--- config.mk ---
export PLATFORM = sky130hd
export DESIGN_NAME = gcm_ingress
export DESIGN_NICKNAME = d
export VERILOG_FILES = /design/src/rtl/gcm_pkg.sv /design/src/rtl/gcm_ctrl_pkg.sv /design/src/rtl/gcm_ingress.sv
export SDC_FILE = /design/constraint.sdc
export NUM_CORES = 1
export LEC_CHECK = 0
export BUFFER_PORTS_ARGS = -buffer_cell sky130_fd_sc_hd__buf_2
export CORE_AREA = 2 2 255 257
export DETAILED_ROUTE_END_ITERATION = 10
export DIE_AREA = 0 0 257 259
export PLACE_DENSITY = 0.52
export SYNTH_ARGS = -nofsm -noshare
export SYNTH_HDL_FRONTEND = slang
export SYNTH_SLANG_ARGS = --single-unit
--- constraint.sdc ---
create_clock -name clk -period 2.1 [get_ports clk]
set_input_delay 0.525 -clock clk [delete_from_list [all_inputs] [get_ports clk]]
set_output_delay 0.525 -clock clk [all_outputs]
set_load 0.01 [all_outputs]
--- src/rtl/gcm_pkg.sv ---
package gcm_pkg;

    // bit 0 is the leftmost bit of a block, as GCM numbers it
    typedef logic [0:127] gcm_block_t;

    // bit lengths of the two inputs, aad first
    typedef struct packed {
        logic [0:63] aad_bits;
        logic [0:63] ct_bits;
    } gcm_len_fields_t;

    // the len(A) || len(C) block
    // written as two lengths, hashed as a plain block
    typedef union packed {
        gcm_len_fields_t lens;
        gcm_block_t      raw;
    } gcm_len_block_u;

    // reduction constant R = 11100001 || 0^120
    localparam gcm_block_t GCM_R = {8'he1, 120'd0};

    // GF(2^128) product in GCM bit order
    // shift-and-add over the bits of x, reducing v on every step
    function automatic gcm_block_t gf128_mul(input gcm_block_t x, input gcm_block_t y);
        gcm_block_t z;
        gcm_block_t v;
        z = '0;
        v = y;
        for (int i = 0; i < 128; i++)
        begin
            if (x[i])
            begin
                z = z ^ v;
            end
            // a right shift in this bit order moves toward x^127
            if (v[127])
            begin
                v = (v >> 1) ^ GCM_R;
            end
            else
            begin
                v = v >> 1;
            end
        end
        return z;
    endfunction

endpackage

--- src/rtl/gcm_ctrl_pkg.sv ---
package gcm_ctrl_pkg;

    import gcm_pkg::*;

    typedef enum logic [1:0] {
        AAD   = 2'd0,
        TEXT  = 2'd1,
        FINAL = 2'd2
    } gcm_kind_e;

    // host item, block holds E(K,J0) when kind is FINAL
    typedef struct packed {
        logic       valid;
        gcm_kind_e  kind;
        gcm_block_t block;
    } gcm_in_t;

    // ingress to accumulator
    typedef struct packed {
        logic           valid;
        gcm_kind_e      kind;
        gcm_block_t     block;
        gcm_block_t     h;
        gcm_len_block_u len;
    } gcm_stage_t;

    // accumulator to tag stage
    typedef struct packed {
        logic           ct_valid;
        gcm_block_t     ct;
        logic           tag_valid;
        gcm_block_t     ghash;
        gcm_len_block_u len;
        gcm_block_t     ekj0;
        gcm_block_t     h;
    } gcm_fin_t;

    typedef struct packed {
        logic       valid;
        gcm_block_t block;
    } gcm_ct_out_t;

    typedef struct packed {
        logic       valid;
        gcm_block_t tag;
    } gcm_tag_out_t;

endpackage

--- src/rtl/gcm_ingress.sv ---
`timescale 1ns/1ns

module gcm_ingress
    import gcm_pkg::*, gcm_ctrl_pkg::*;
#(
    parameter int CNT_W = 32
)
(
    input  logic       clk,
    input  logic       i_rst_n,
    input  logic       i_new_instance,
    input  gcm_block_t i_h,
    input  gcm_in_t    i_item,
    output gcm_stage_t o_stage
);

    logic [CNT_W-1:0] r_aad_cnt;
    logic [CNT_W-1:0] r_text_cnt;
    logic             r_valid;
    gcm_kind_e        r_kind;
    gcm_block_t       r_h;
    gcm_block_t       r_block;
    gcm_block_t       r_item_h;
    gcm_len_block_u   r_len;
    gcm_len_block_u   w_len;
    logic             w_is_aad;
    logic             w_is_text;
    logic             w_is_final;

    assign w_is_aad   = i_item.valid && (i_item.kind == AAD);
    assign w_is_text  = i_item.valid && (i_item.kind == TEXT);
    assign w_is_final = i_item.valid && (i_item.kind == FINAL);

    // counts to bit lengths, every block is 128 bits
    always_comb
    begin
        w_len.lens.aad_bits = 64'(r_aad_cnt) << 7;
        w_len.lens.ct_bits  = 64'(r_text_cnt) << 7;
    end

    always_ff @(posedge clk or negedge i_rst_n)
    begin
        if (!i_rst_n)
        begin
            r_valid    <= 1'b0;
            r_kind     <= AAD;
            r_aad_cnt  <= '0;
            r_text_cnt <= '0;
        end
        else
        begin
            r_valid <= i_item.valid;
            r_kind  <= i_item.kind;
            // final takes the counts as they stand, then starts over
            if (i_new_instance || w_is_final)
            begin
                r_aad_cnt  <= '0;
                r_text_cnt <= '0;
            end
            else
            begin
                if (w_is_aad)
                begin
                    r_aad_cnt <= r_aad_cnt + 1'b1;
                end
                if (w_is_text)
                begin
                    r_text_cnt <= r_text_cnt + 1'b1;
                end
            end
        end
    end

    always_ff @(posedge clk)
    begin
        if (i_new_instance)
        begin
            r_h <= i_h;
        end
        r_block  <= i_item.block;
        r_item_h <= r_h;
        r_len    <= w_len;
    end

    always_comb
    begin
        o_stage.valid = r_valid;
        o_stage.kind  = r_kind;
        o_stage.block = r_block;
        o_stage.h     = r_item_h;
        o_stage.len   = r_len;
    end

endmodule

After elaboration in Yosys (flattened, before gate mapping)
Cells that the tools add are included.
{ "totals": {"reg_bits": 515} }
{ "op_classes": {"add_sub_neg": 2, "reduce_logical": 7, "mux": 4, "n_eq_ne": 2} }
{ "op_table": {"columns": ["operator", "n"], "rows": [
  ["2-to-1 mux 32 bit", 4],
  ["adder 32 x 1 -> 32 bit (second input constant)", 2],
  ["nonzero test 2 bit", 2],
  ["logical AND 1 bit", 3],
  ["equality test 2 x 1 -> 1 bit (second input constant)", 1],
  ["equality test 2 bit (second input constant)", 1],
  ["logical NOT 2 bit", 1],
  ["logical OR 1 bit", 1]
]} }

Logic depth before layout (Yosys ltp)
Gate-level depths: netlist (run 1).
{ "depth": {"depth_word": 4, "mapped_depth": 6, "ltp_nobuf": 6} }

Least setup slack after synthesis (run 1)
OpenSTA, ideal clock, no wires.
{ "synth_path": {"path_kind": "input-to-reg", "from": "in i_new_instance", "to": "reg r_aad_cnt[30]", "slack_ns": 0.086, "arrival_ns": 1.936, "setup_ns": 0.078, "cell_stages": 5, "cell_sequence": "clkbuf_1 o2111ai_1 or3_1 or4_1 a21oi_1"} }
{ "synth_via": {"elab_chain_cells": 2, "word_cells_on_any_way": 3, "classes_between": "mux: 1; reduce/logical: 2"} }
{ "synth_rtl": {"columns": ["item", "line", "text"], "rows": [
  ["from (decl)", "gcm_ingress.sv:11", "input logic i_new_instance,"],
  ["logical OR 1 bit *", "gcm_ingress.sv:55", "if (i_new_instance || w_is_final)"],
  ["2-to-1 mux 32 bit or nonzero test 2 bit (tied branches)", null, null],
  ["to (signal assigned)", "gcm_ingress.sv:64", "r_aad_cnt <= r_aad_cnt + 1'b1;"],
  ["to (decl)", "gcm_ingress.sv:17", "logic [CNT_W-1:0] r_aad_cnt;"]
]} }
Every way passes the cells marked *; elsewhere a longest branch is shown, timed or not.
A chain may end at the register's enable or synchronous reset.

Worst setup path in the final report (run 1)
{ "layout_path": {"from": "reg r_aad_cnt[11]", "to": "reg r_aad_cnt[30]"} }
{ "layout_via": {"elab_chain_cells": 3} }
{ "layout_rtl": {"columns": ["item", "line", "text"], "rows": [
  ["adder 32 x 1 -> 32 bit", "gcm_ingress.sv:64", null],
  ["2-to-1 mux 32 bit", "gcm_ingress.sv:62", "if (w_is_aad)"],
  ["2-to-1 mux 32 bit", "gcm_ingress.sv:55", null]
]} }
No other way between the ends. The select of a mux whose other input is x is not followed.

==> results of run 1 <==
-- sequential cells by signal, summed over array words and instances, names as in the netlist --
| signal | cells |
|---|---|
| r_block | 128 |
| r_h | 128 |
| r_item_h | 128 |
| r_len | 64 |
| r_aad_cnt | 32 |
| r_text_cnt | 32 |
| r_kind | 2 |
| r_valid | 1 |
-- Yosys cell counts (2+ instances only) --
| library cell | count |
|---|---|
| ha_1 | 2 |
| o21ai_0 | 8 |
| nand2_1 | 27 |
| dfxtp_1 | 320 |
| o2111ai_1 | 3 |
| or3_1 | 11 |
| a21oi_1 | 15 |
| clkbuf_1 | 15 |
| nor3_1 | 15 |
| dfrtp_1 | 67 |
| nor4_2 | 2 |
| nand3_1 | 16 |
| nand4_1 | 16 |
| nor4_1 | 16 |
| and4_1 | 7 |
| inv_1 | 8 |
| xnor2_1 | 37 |
| a31o_2 | 2 |
| nand3b_1 | 2 |
| edfxtp_1 | 128 |
| and3_1 | 5 |
| buf_4 | 65 |
| buf_2 | 2 |
| or4_1 | 3 |
| xor2_1 | 13 |
| nor2_1 | 55 |
-- power by group --
group | switching (mW) | internal (mW)
logic | 0.603 | 0.568
registers | 0.139 | 10.7
clock network | 4.01 | 5.97
-- area by class of cell --
cell class                      count  area [um^2]
Fill cell                        6320        42600
Sequential cell                   515        11900
Timing Repair Buffer              746         4500
Multi-Input combinational cell    333         1870
Clock buffer                       76         1640
Tap cell                          855         1070
Clock inverter                     27          282
Inverter                            8         30.0
Antenna cell                        2         5.00
-- worst min path at each step --
stage | start | to | slack (ns)
floorplan | i_rst_n | r_aad_cnt[0]$_DFFE_PN0P_ | 0.23
global placement | r_h[93]$_DFFE_PP_ | r_item_h[93]$_DFF_P_ | 0.32
detailed placement | r_h[39]$_DFFE_PP_ | r_item_h[39]$_DFF_P_ | 0.33
CTS | i_item[112] | r_block[112]$_DFF_P_ | 0.001
global route | i_item[112] | r_block[112]$_DFF_P_ | 0.01
finish | i_item[112] | r_block[112]$_DFF_P_ | 0.05
-- what timing repair did --
item / 4_1_cts / 5_1_grt
hold buffers: 125 / 0
hold endpoints to repair: 191 / 0
endpoints found under the setup margin: 0 / 4
gates resized for setup: 0 / 1
-- per-stage QoR --
stage | utilization [%] | hold WS [ns] | area (um^2) | TNS (ns)
finish | 33.4 | 0.0548 | 21300 | 0
global route | 33.4 | 0.00969 | 21300 | 0
CTS | 33.4 | 0.00120 | 21300 | 0
detailed placement | 28.4 | 0.327 | 18100 | 0
global placement | 28.4 | 0.323 | 18100 | -0.00362
floorplan | - | 0.229 | 14400 | 0
-- kinds of logic after synthesis --
logic type                 share of synthesized area, %
DFF                                                84.4
xor gates and xnor gates                           3.10
adders and majority gates                         0.177
other                                            0.0265
muxes                                            0.0708
AOI/OAI and AO/OA                                  1.35
and+or+nand+nor                                    6.79
buffers and inverters                              4.13
-- routing by layer --
layer,share of wire (%),global-route usage [%]
met5,0.086,0
met4,3.3,4.83
met3,9.3,4.57
met2,50,19.4
met1,38,12.0
-- worst max-delay path, cell delays in order (launching register included) --
cell	delay [ns]
dfrtp_1	0.43
nand4_1	0.17
or4_4	0.63
or4_1	0.49
a21oi_1	0.16
==> qor.csv, run 1 <==
stage,metric,value,unit
timing,Final Critical Period,1.95,ns
run_status,status,"finished, final reports clean",
synthesis,Synth Register Bits,515,
detailed_routing,WL final,39.4,mm
synthesis,Synthesis Warnings,0,
layout,Nets,1923,
timing,period utilization,93.1,%
synthesis,synth top area cells,"dfxtp_1 (45%), edfxtp_1 (27%), dfrtp_1 (12%)",
synthesis,"EDFF count, synth",128,
detailed_routing,Detailed Route Iter0 Violations,470,
synthesis,Post-Synthesis Cells,875,
cts,root buffer cell,clkbuf_16,
synthesis,Yosys cell types,41,
cts,latest clock arrival within the worst-skew pair,0.61,ns
critical_path,Setup CP Type,reg2reg,
critical_path,worst r2r src,r_aad_cnt[11]$_DFFE_PN0P_,
timing,final hold vios,0,
cts,CTS tree,yes,
die,DIE AREA,0.0666,mm^2
detailed_routing,via/cell ratio,3.67,
critical_path,Critical Path Sink Type,flop,
synthesis,sequential fraction of the synthesis area,84.4,%
flow_run,maxcap violations,0,
min_path,hold path depth,1,
synthesis,Avg Inst Size Synth,16.2,um^2
critical_path,r2r worst-path depth,4,
placed_design,pre-CTS setup slack,0.00397,ns
critical_path,Crit path required time,2.62,ns
global_route,gr ovfl total,0,
synthesis,"area leader, netlist",dfxtp_1,
power_and_ir_drop,peak supply drop,0.551,mV
critical_path,CP arrival,2.47,ns
synthesis,Yosys top cell area share,45.3,%
layout,Layout Area Growth over Synthesis,50.8,%
die,Rows,93,
detailed_routing,DRC viols,0,
detailed_routing,DR pass1 iterations,4,
layout,Post-Layout Cell Count,2562,
placed_design,Final Wtd Congestion,0.810,
cts,total number of H-tree levels,2,
layout,"most common cell after layout, fill and taps aside",buf_2,
detailed_routing,Routed Antenna Nets,0,
cts,clk slew on worst S/H paths,0.06,ns
timing,post-route clock skew,0.0231,ns
detailed_routing,via count,9413,
placed_design,Port Buffers,584,
timing,final setup margin,0.146,ns
global_route,largest net degree at the start of global routing,68,
power_and_ir_drop,pwr dens,1030,mW/mm^2
synthesis,Netlist Area Pre-Place,0.0141,mm^2
critical_path,Reg-to-Reg End,r_aad_cnt[30]$_DFFE_PN0P_,
detailed_routing,DR WL/cell,15.4,um
timing,Finish-stage setup viols,0,
timing,RSZ-0062 raised after global routing,no,
global_route,Tot GR Track Use,11.2,%
critical_path,Worst setup endpoint,r_aad_cnt[30]$_DFFE_PN0P_,
layout,"commonest non-fill, non-tap cells in the layout","buf_2 (583), dfxtp_1 (320), edfxtp_1 (128)",
die,die width,257,um
cts,total clock sinks,515,
min_path,type of the worst min-delay path,in2reg,
placed_design,hpwl dp,28.0,mm
power_and_ir_drop,leak pwr,9.49,nW
layout,share of cells above drive strength 1,42.3,%
die,IO Pins,649,
placed_design,dpl cells,2332,
critical_path,crit start category,flop,
timing,fin. max-slew vios,0,
cts,Longest Clk Path Bufs,3,
timing,Fmax,0.512,GHz
cts,clock buffer count from CTS,55,
die,die height,259,um
die,Core Area,0.0639,mm^2
critical_path,Critical path origin,r_aad_cnt[11]$_DFFE_PN0P_,
cts,postcts setup bufs,0,
synthesis,asr flop ratio synth,13.0,%
critical_path,r2r setup slk,0.15,ns
synthesis,Most used DFF post-synth,dfxtp_1,
die,Starting Density,22.1,%
global_route,vias in the first global route,9547,
power_and_ir_drop,Power Total,22.0,mW
global_route,first-pass GRT wire length,56.9,mm
global_route,initial antenna violation count,6,
critical_path,"critical path fanouts, max",9,
No activity file was read; power rests on OpenSTA's default activity.
==> run 2: changes to the inputs <==
--- a/config.mk
+++ b/config.mk
@@ -5,10 +5,12 @@
 export SDC_FILE = /design/constraint.sdc
 export NUM_CORES = 1
 export LEC_CHECK = 0
+export ABC_CLOCK_PERIOD_IN_PS = 2100
 export BUFFER_PORTS_ARGS = -buffer_cell sky130_fd_sc_hd__buf_2
 export CORE_AREA = 2 2 255 257
 export DETAILED_ROUTE_END_ITERATION = 10
 export DIE_AREA = 0 0 257 259
+export GPL_TIMING_DRIVEN = 0
 export PLACE_DENSITY = 0.52
 export SYNTH_ARGS = -nofsm -noshare
 export SYNTH_HDL_FRONTEND = slang
==> run 2 against run 1 <==
Net effect:
- critical path depth rose by 1
- maximum frequency fell by 3.5%
- cell count rose by 2.3%
- register-to-register slack got worse by 0.07 ns
- clock power fell by 0.7%
- worst hold slack improved by 0.0020 ns
- critical path type unchanged
==> qor.csv, run 2 (synthesized netlist as in run 1, its figures left out) <==
stage,metric,value,unit,change
die,die height,259,um,unchanged
cts,clk slew on worst S/H paths,0.06,ns,about the same
detailed_routing,DR pass1 iterations,4,,unchanged
detailed_routing,DR WL/cell,15.1,um,-1.9%
cts,clock buffer count from CTS,55,,unchanged
flow_run,maxcap violations,0,,unchanged
global_route,Tot GR Track Use,11.2,%,-0.016 points
cts,root buffer cell,clkbuf_16,,
power_and_ir_drop,Int Power,17.3,mW,+0.30%
layout,"commonest non-fill, non-tap cells in the layout","buf_2 (583), dfxtp_1 (320), edfxtp_1 (128)",,
power_and_ir_drop,leak pwr,9.73,nW,+2.6%
layout,area of the multi-input gates,0.00193,mm^2,+3.1%
global_route,initial antenna violation count,1,,-5
placed_design,hpwl dp,27.7,mm,-0.95%
layout,"most common cell after layout, fill and taps aside",buf_2,,
power_and_ir_drop,sw power,4.73,mW,-0.62%
run_status,status,"finished, final reports clean",,
critical_path,worst r2r src,r_aad_cnt[13]$_DFFE_PN0P_,,
layout,Layout Area Growth over Synthesis,53.9,%,
power_and_ir_drop,Combinational Power Share,5.7,%,+0.4 points
cts,total clock sinks,515,,unchanged
global_route,first-pass GRT wire length,57.1,mm,+0.30%
power_and_ir_drop,peak supply drop,0.561,mV,+1.8%
die,DIE AREA,0.0666,mm^2,unchanged
placed_design,Final Wtd Congestion,0.814,,+0.51%
detailed_routing,DRC viols,0,,unchanged
cts,CTS tree,yes,,
layout,share of cells above drive strength 1,44.0,%,+1.8 points
layout,Nets,1982,,+3.1%
power_and_ir_drop,Clock power frac,45.0,%,-0.3 points
critical_path,Critical Path Sink Type,flop,,
detailed_routing,via count,9552,,+1.5%
timing,Slew @ Worst Pin,0.611,ns,
placed_design,Port Buffers,584,,unchanged
detailed_routing,Routed Antenna Nets,0,,unchanged
critical_path,"critical path fanouts, max",9,,unchanged
timing,final setup margin,0.0738,ns,-0.0718 ns
global_route,gr ovfl total,0,,unchanged
critical_path,r2r setup slk,0.07,ns,-0.07 ns
die,Rows,93,,unchanged
timing,setup tns final,0,ns,unchanged
power_and_ir_drop,pwr dens,1010,mW/mm^2,-1.9%
layout,fillers,6244,,-1.2%
detailed_routing,WL final,39.5,mm,+0.30%
critical_path,Reg-to-Reg End,r_aad_cnt[30]$_DFFE_PN0P_,,
timing,Hold WS,0.0568,ns,+0.00200 ns
min_path,type of the worst min-delay path,in2reg,,
layout,top flop regs,"r_block x128, r_h x128, r_item_h x128",,
die,IO Pins,649,,unchanged
placed_design,pre-CTS setup slack,-0.811,ns,-0.815 ns
timing,fin. max-slew vios,0,,unchanged
critical_path,r2r worst-path depth,5,,+1
cts,total number of H-tree levels,2,,unchanged
critical_path,Worst setup endpoint,r_aad_cnt[30]$_DFFE_PN0P_,,
die,Core Area,0.0639,mm^2,unchanged
cts,Longest Clk Path Bufs,3,,unchanged
power_and_ir_drop,Seq pwr share,49.3,%,about the same
critical_path,Setup CP Type,reg2reg,,
detailed_routing,Detailed Route Iter0 Violations,433,,-7.9%
critical_path,Critical path origin,r_aad_cnt[13]$_DFFE_PN0P_,,
timing,Max-slew headroom,59.3,%,
global_route,largest net degree at the start of global routing,93,,+37%
timing,period utilization,96.5,%,+3.4 points
global_route,vias in the first global route,9673,,+1.3%
timing,Final Critical Period,2.03,ns,+0.0718 ns
cts,latest clock arrival within the worst-skew pair,0.61,ns,about the same
die,Starting Density,22.1,%,unchanged
timing,final hold vios,0,,unchanged
timing,post-route clock skew,0.0172,ns,-0.00591 ns
detailed_routing,via/cell ratio,3.65,,-0.77%
critical_path,crit start category,flop,,
critical_path,CP arrival,2.56,ns,+0.09 ns
critical_path,Crit path required time,2.63,ns,about the same
layout,Reg area,0.0119,mm^2,about the same
die,die width,257,um,unchanged
timing,Fmax,0.494,GHz,-3.5%
power_and_ir_drop,Power Total,22.1,mW,+0.10%
power_and_ir_drop,switch share,21.4,%,-0.16 points
timing,Finish-stage setup viols,0,,unchanged
==> run 2: cell types whose count changed in the layout (fill, tap and decap cells not counted), sizes merged <==
cell         delta
buf            +47
dlygate4sd3     +1
clkinvlp        +1
diode           -1
bufinv          +3
inv             -2
clkbuf          +9
==> run 2: timing repair <==
| action | 4_1_cts | 5_1_grt |
|---|---|---|
| pin swaps | 0 | 3 |
| endpoints found under the setup margin | 7 | 21 |
| hold buffers | 126 | 0 |
| resized for setup | 1 | 29 |
| setup buffers | 0 | 14 |
| hold endpoints to repair | 192 | 0 |
==> run 2: area by class of cell <==
class,instances,share of cell area (%)
flip-flops and latches,515,54.9
repair buffers,726,20.0
multi-input cells,333,8.86
clock buffers,74,6.98
well taps,855,4.92
plain buffers,79,2.53
clock inverters,29,1.66
inverters,8,0.138
diodes,1,0.0115
==> run 2: how the worst min path moves through the flow <==
stage,from,to,depth (start not counted)
after floorplan,i_rst_n,r_aad_cnt[0]$_DFFE_PN0P_,0
after global placement,r_h[21]$_DFFE_PP_,r_item_h[21]$_DFF_P_,0
after detailed placement,i_rst_n,r_valid$_DFF_PN0_,1
after CTS,i_item[125],r_block[125]$_DFF_P_,1
after global routing,i_item[91],r_block[91]$_DFF_P_,1
final,i_item[4],r_block[4]$_DFF_P_,1
==> run 2: power groups by stage <==
stage / Combinational (mW) / Sequential [mW] / Clock (mW)
after floorplan: 0.178 / 11.2 / 0
after global routing: 1.36 / 10.9 / 10.7
after detailed placement: 1.08 / 11.1 / 0
final: 1.26 / 10.9 / 9.92
after CTS: 1.26 / 10.9 / 10.3
after global placement: 1.05 / 11.1 / 0
==> run 2: worst max-delay path: stages (launching register included) <==
cell     delay (ns)
dfrtp_1        0.46
nand4_1        0.14
or4_4          0.52
buf_4          0.18
or4_1          0.49
a21oi_2        0.14
==> run 2: routing by layer <==
layer	GRT usage [%]	vias to the layer above	routed length (um)
met5	0	-	0
li1	-	4544	-
met3	3.96	70	3430
met4	4.83	0	1240
met2	19.4	416	19800
met1	12.3	4522	15000
==> run 2: stage by stage <==
stage,utilization [%],instance area [um^2],cells
6_report,34.0,21800,2620
5_1_grt,34.0,21800,2620
4_1_cts,33.8,21600,2607
3_5_place_dp,28.9,18400,2379
3_3_place_gp,28.8,18400,2377
2_1_floorplan,-,14400,938
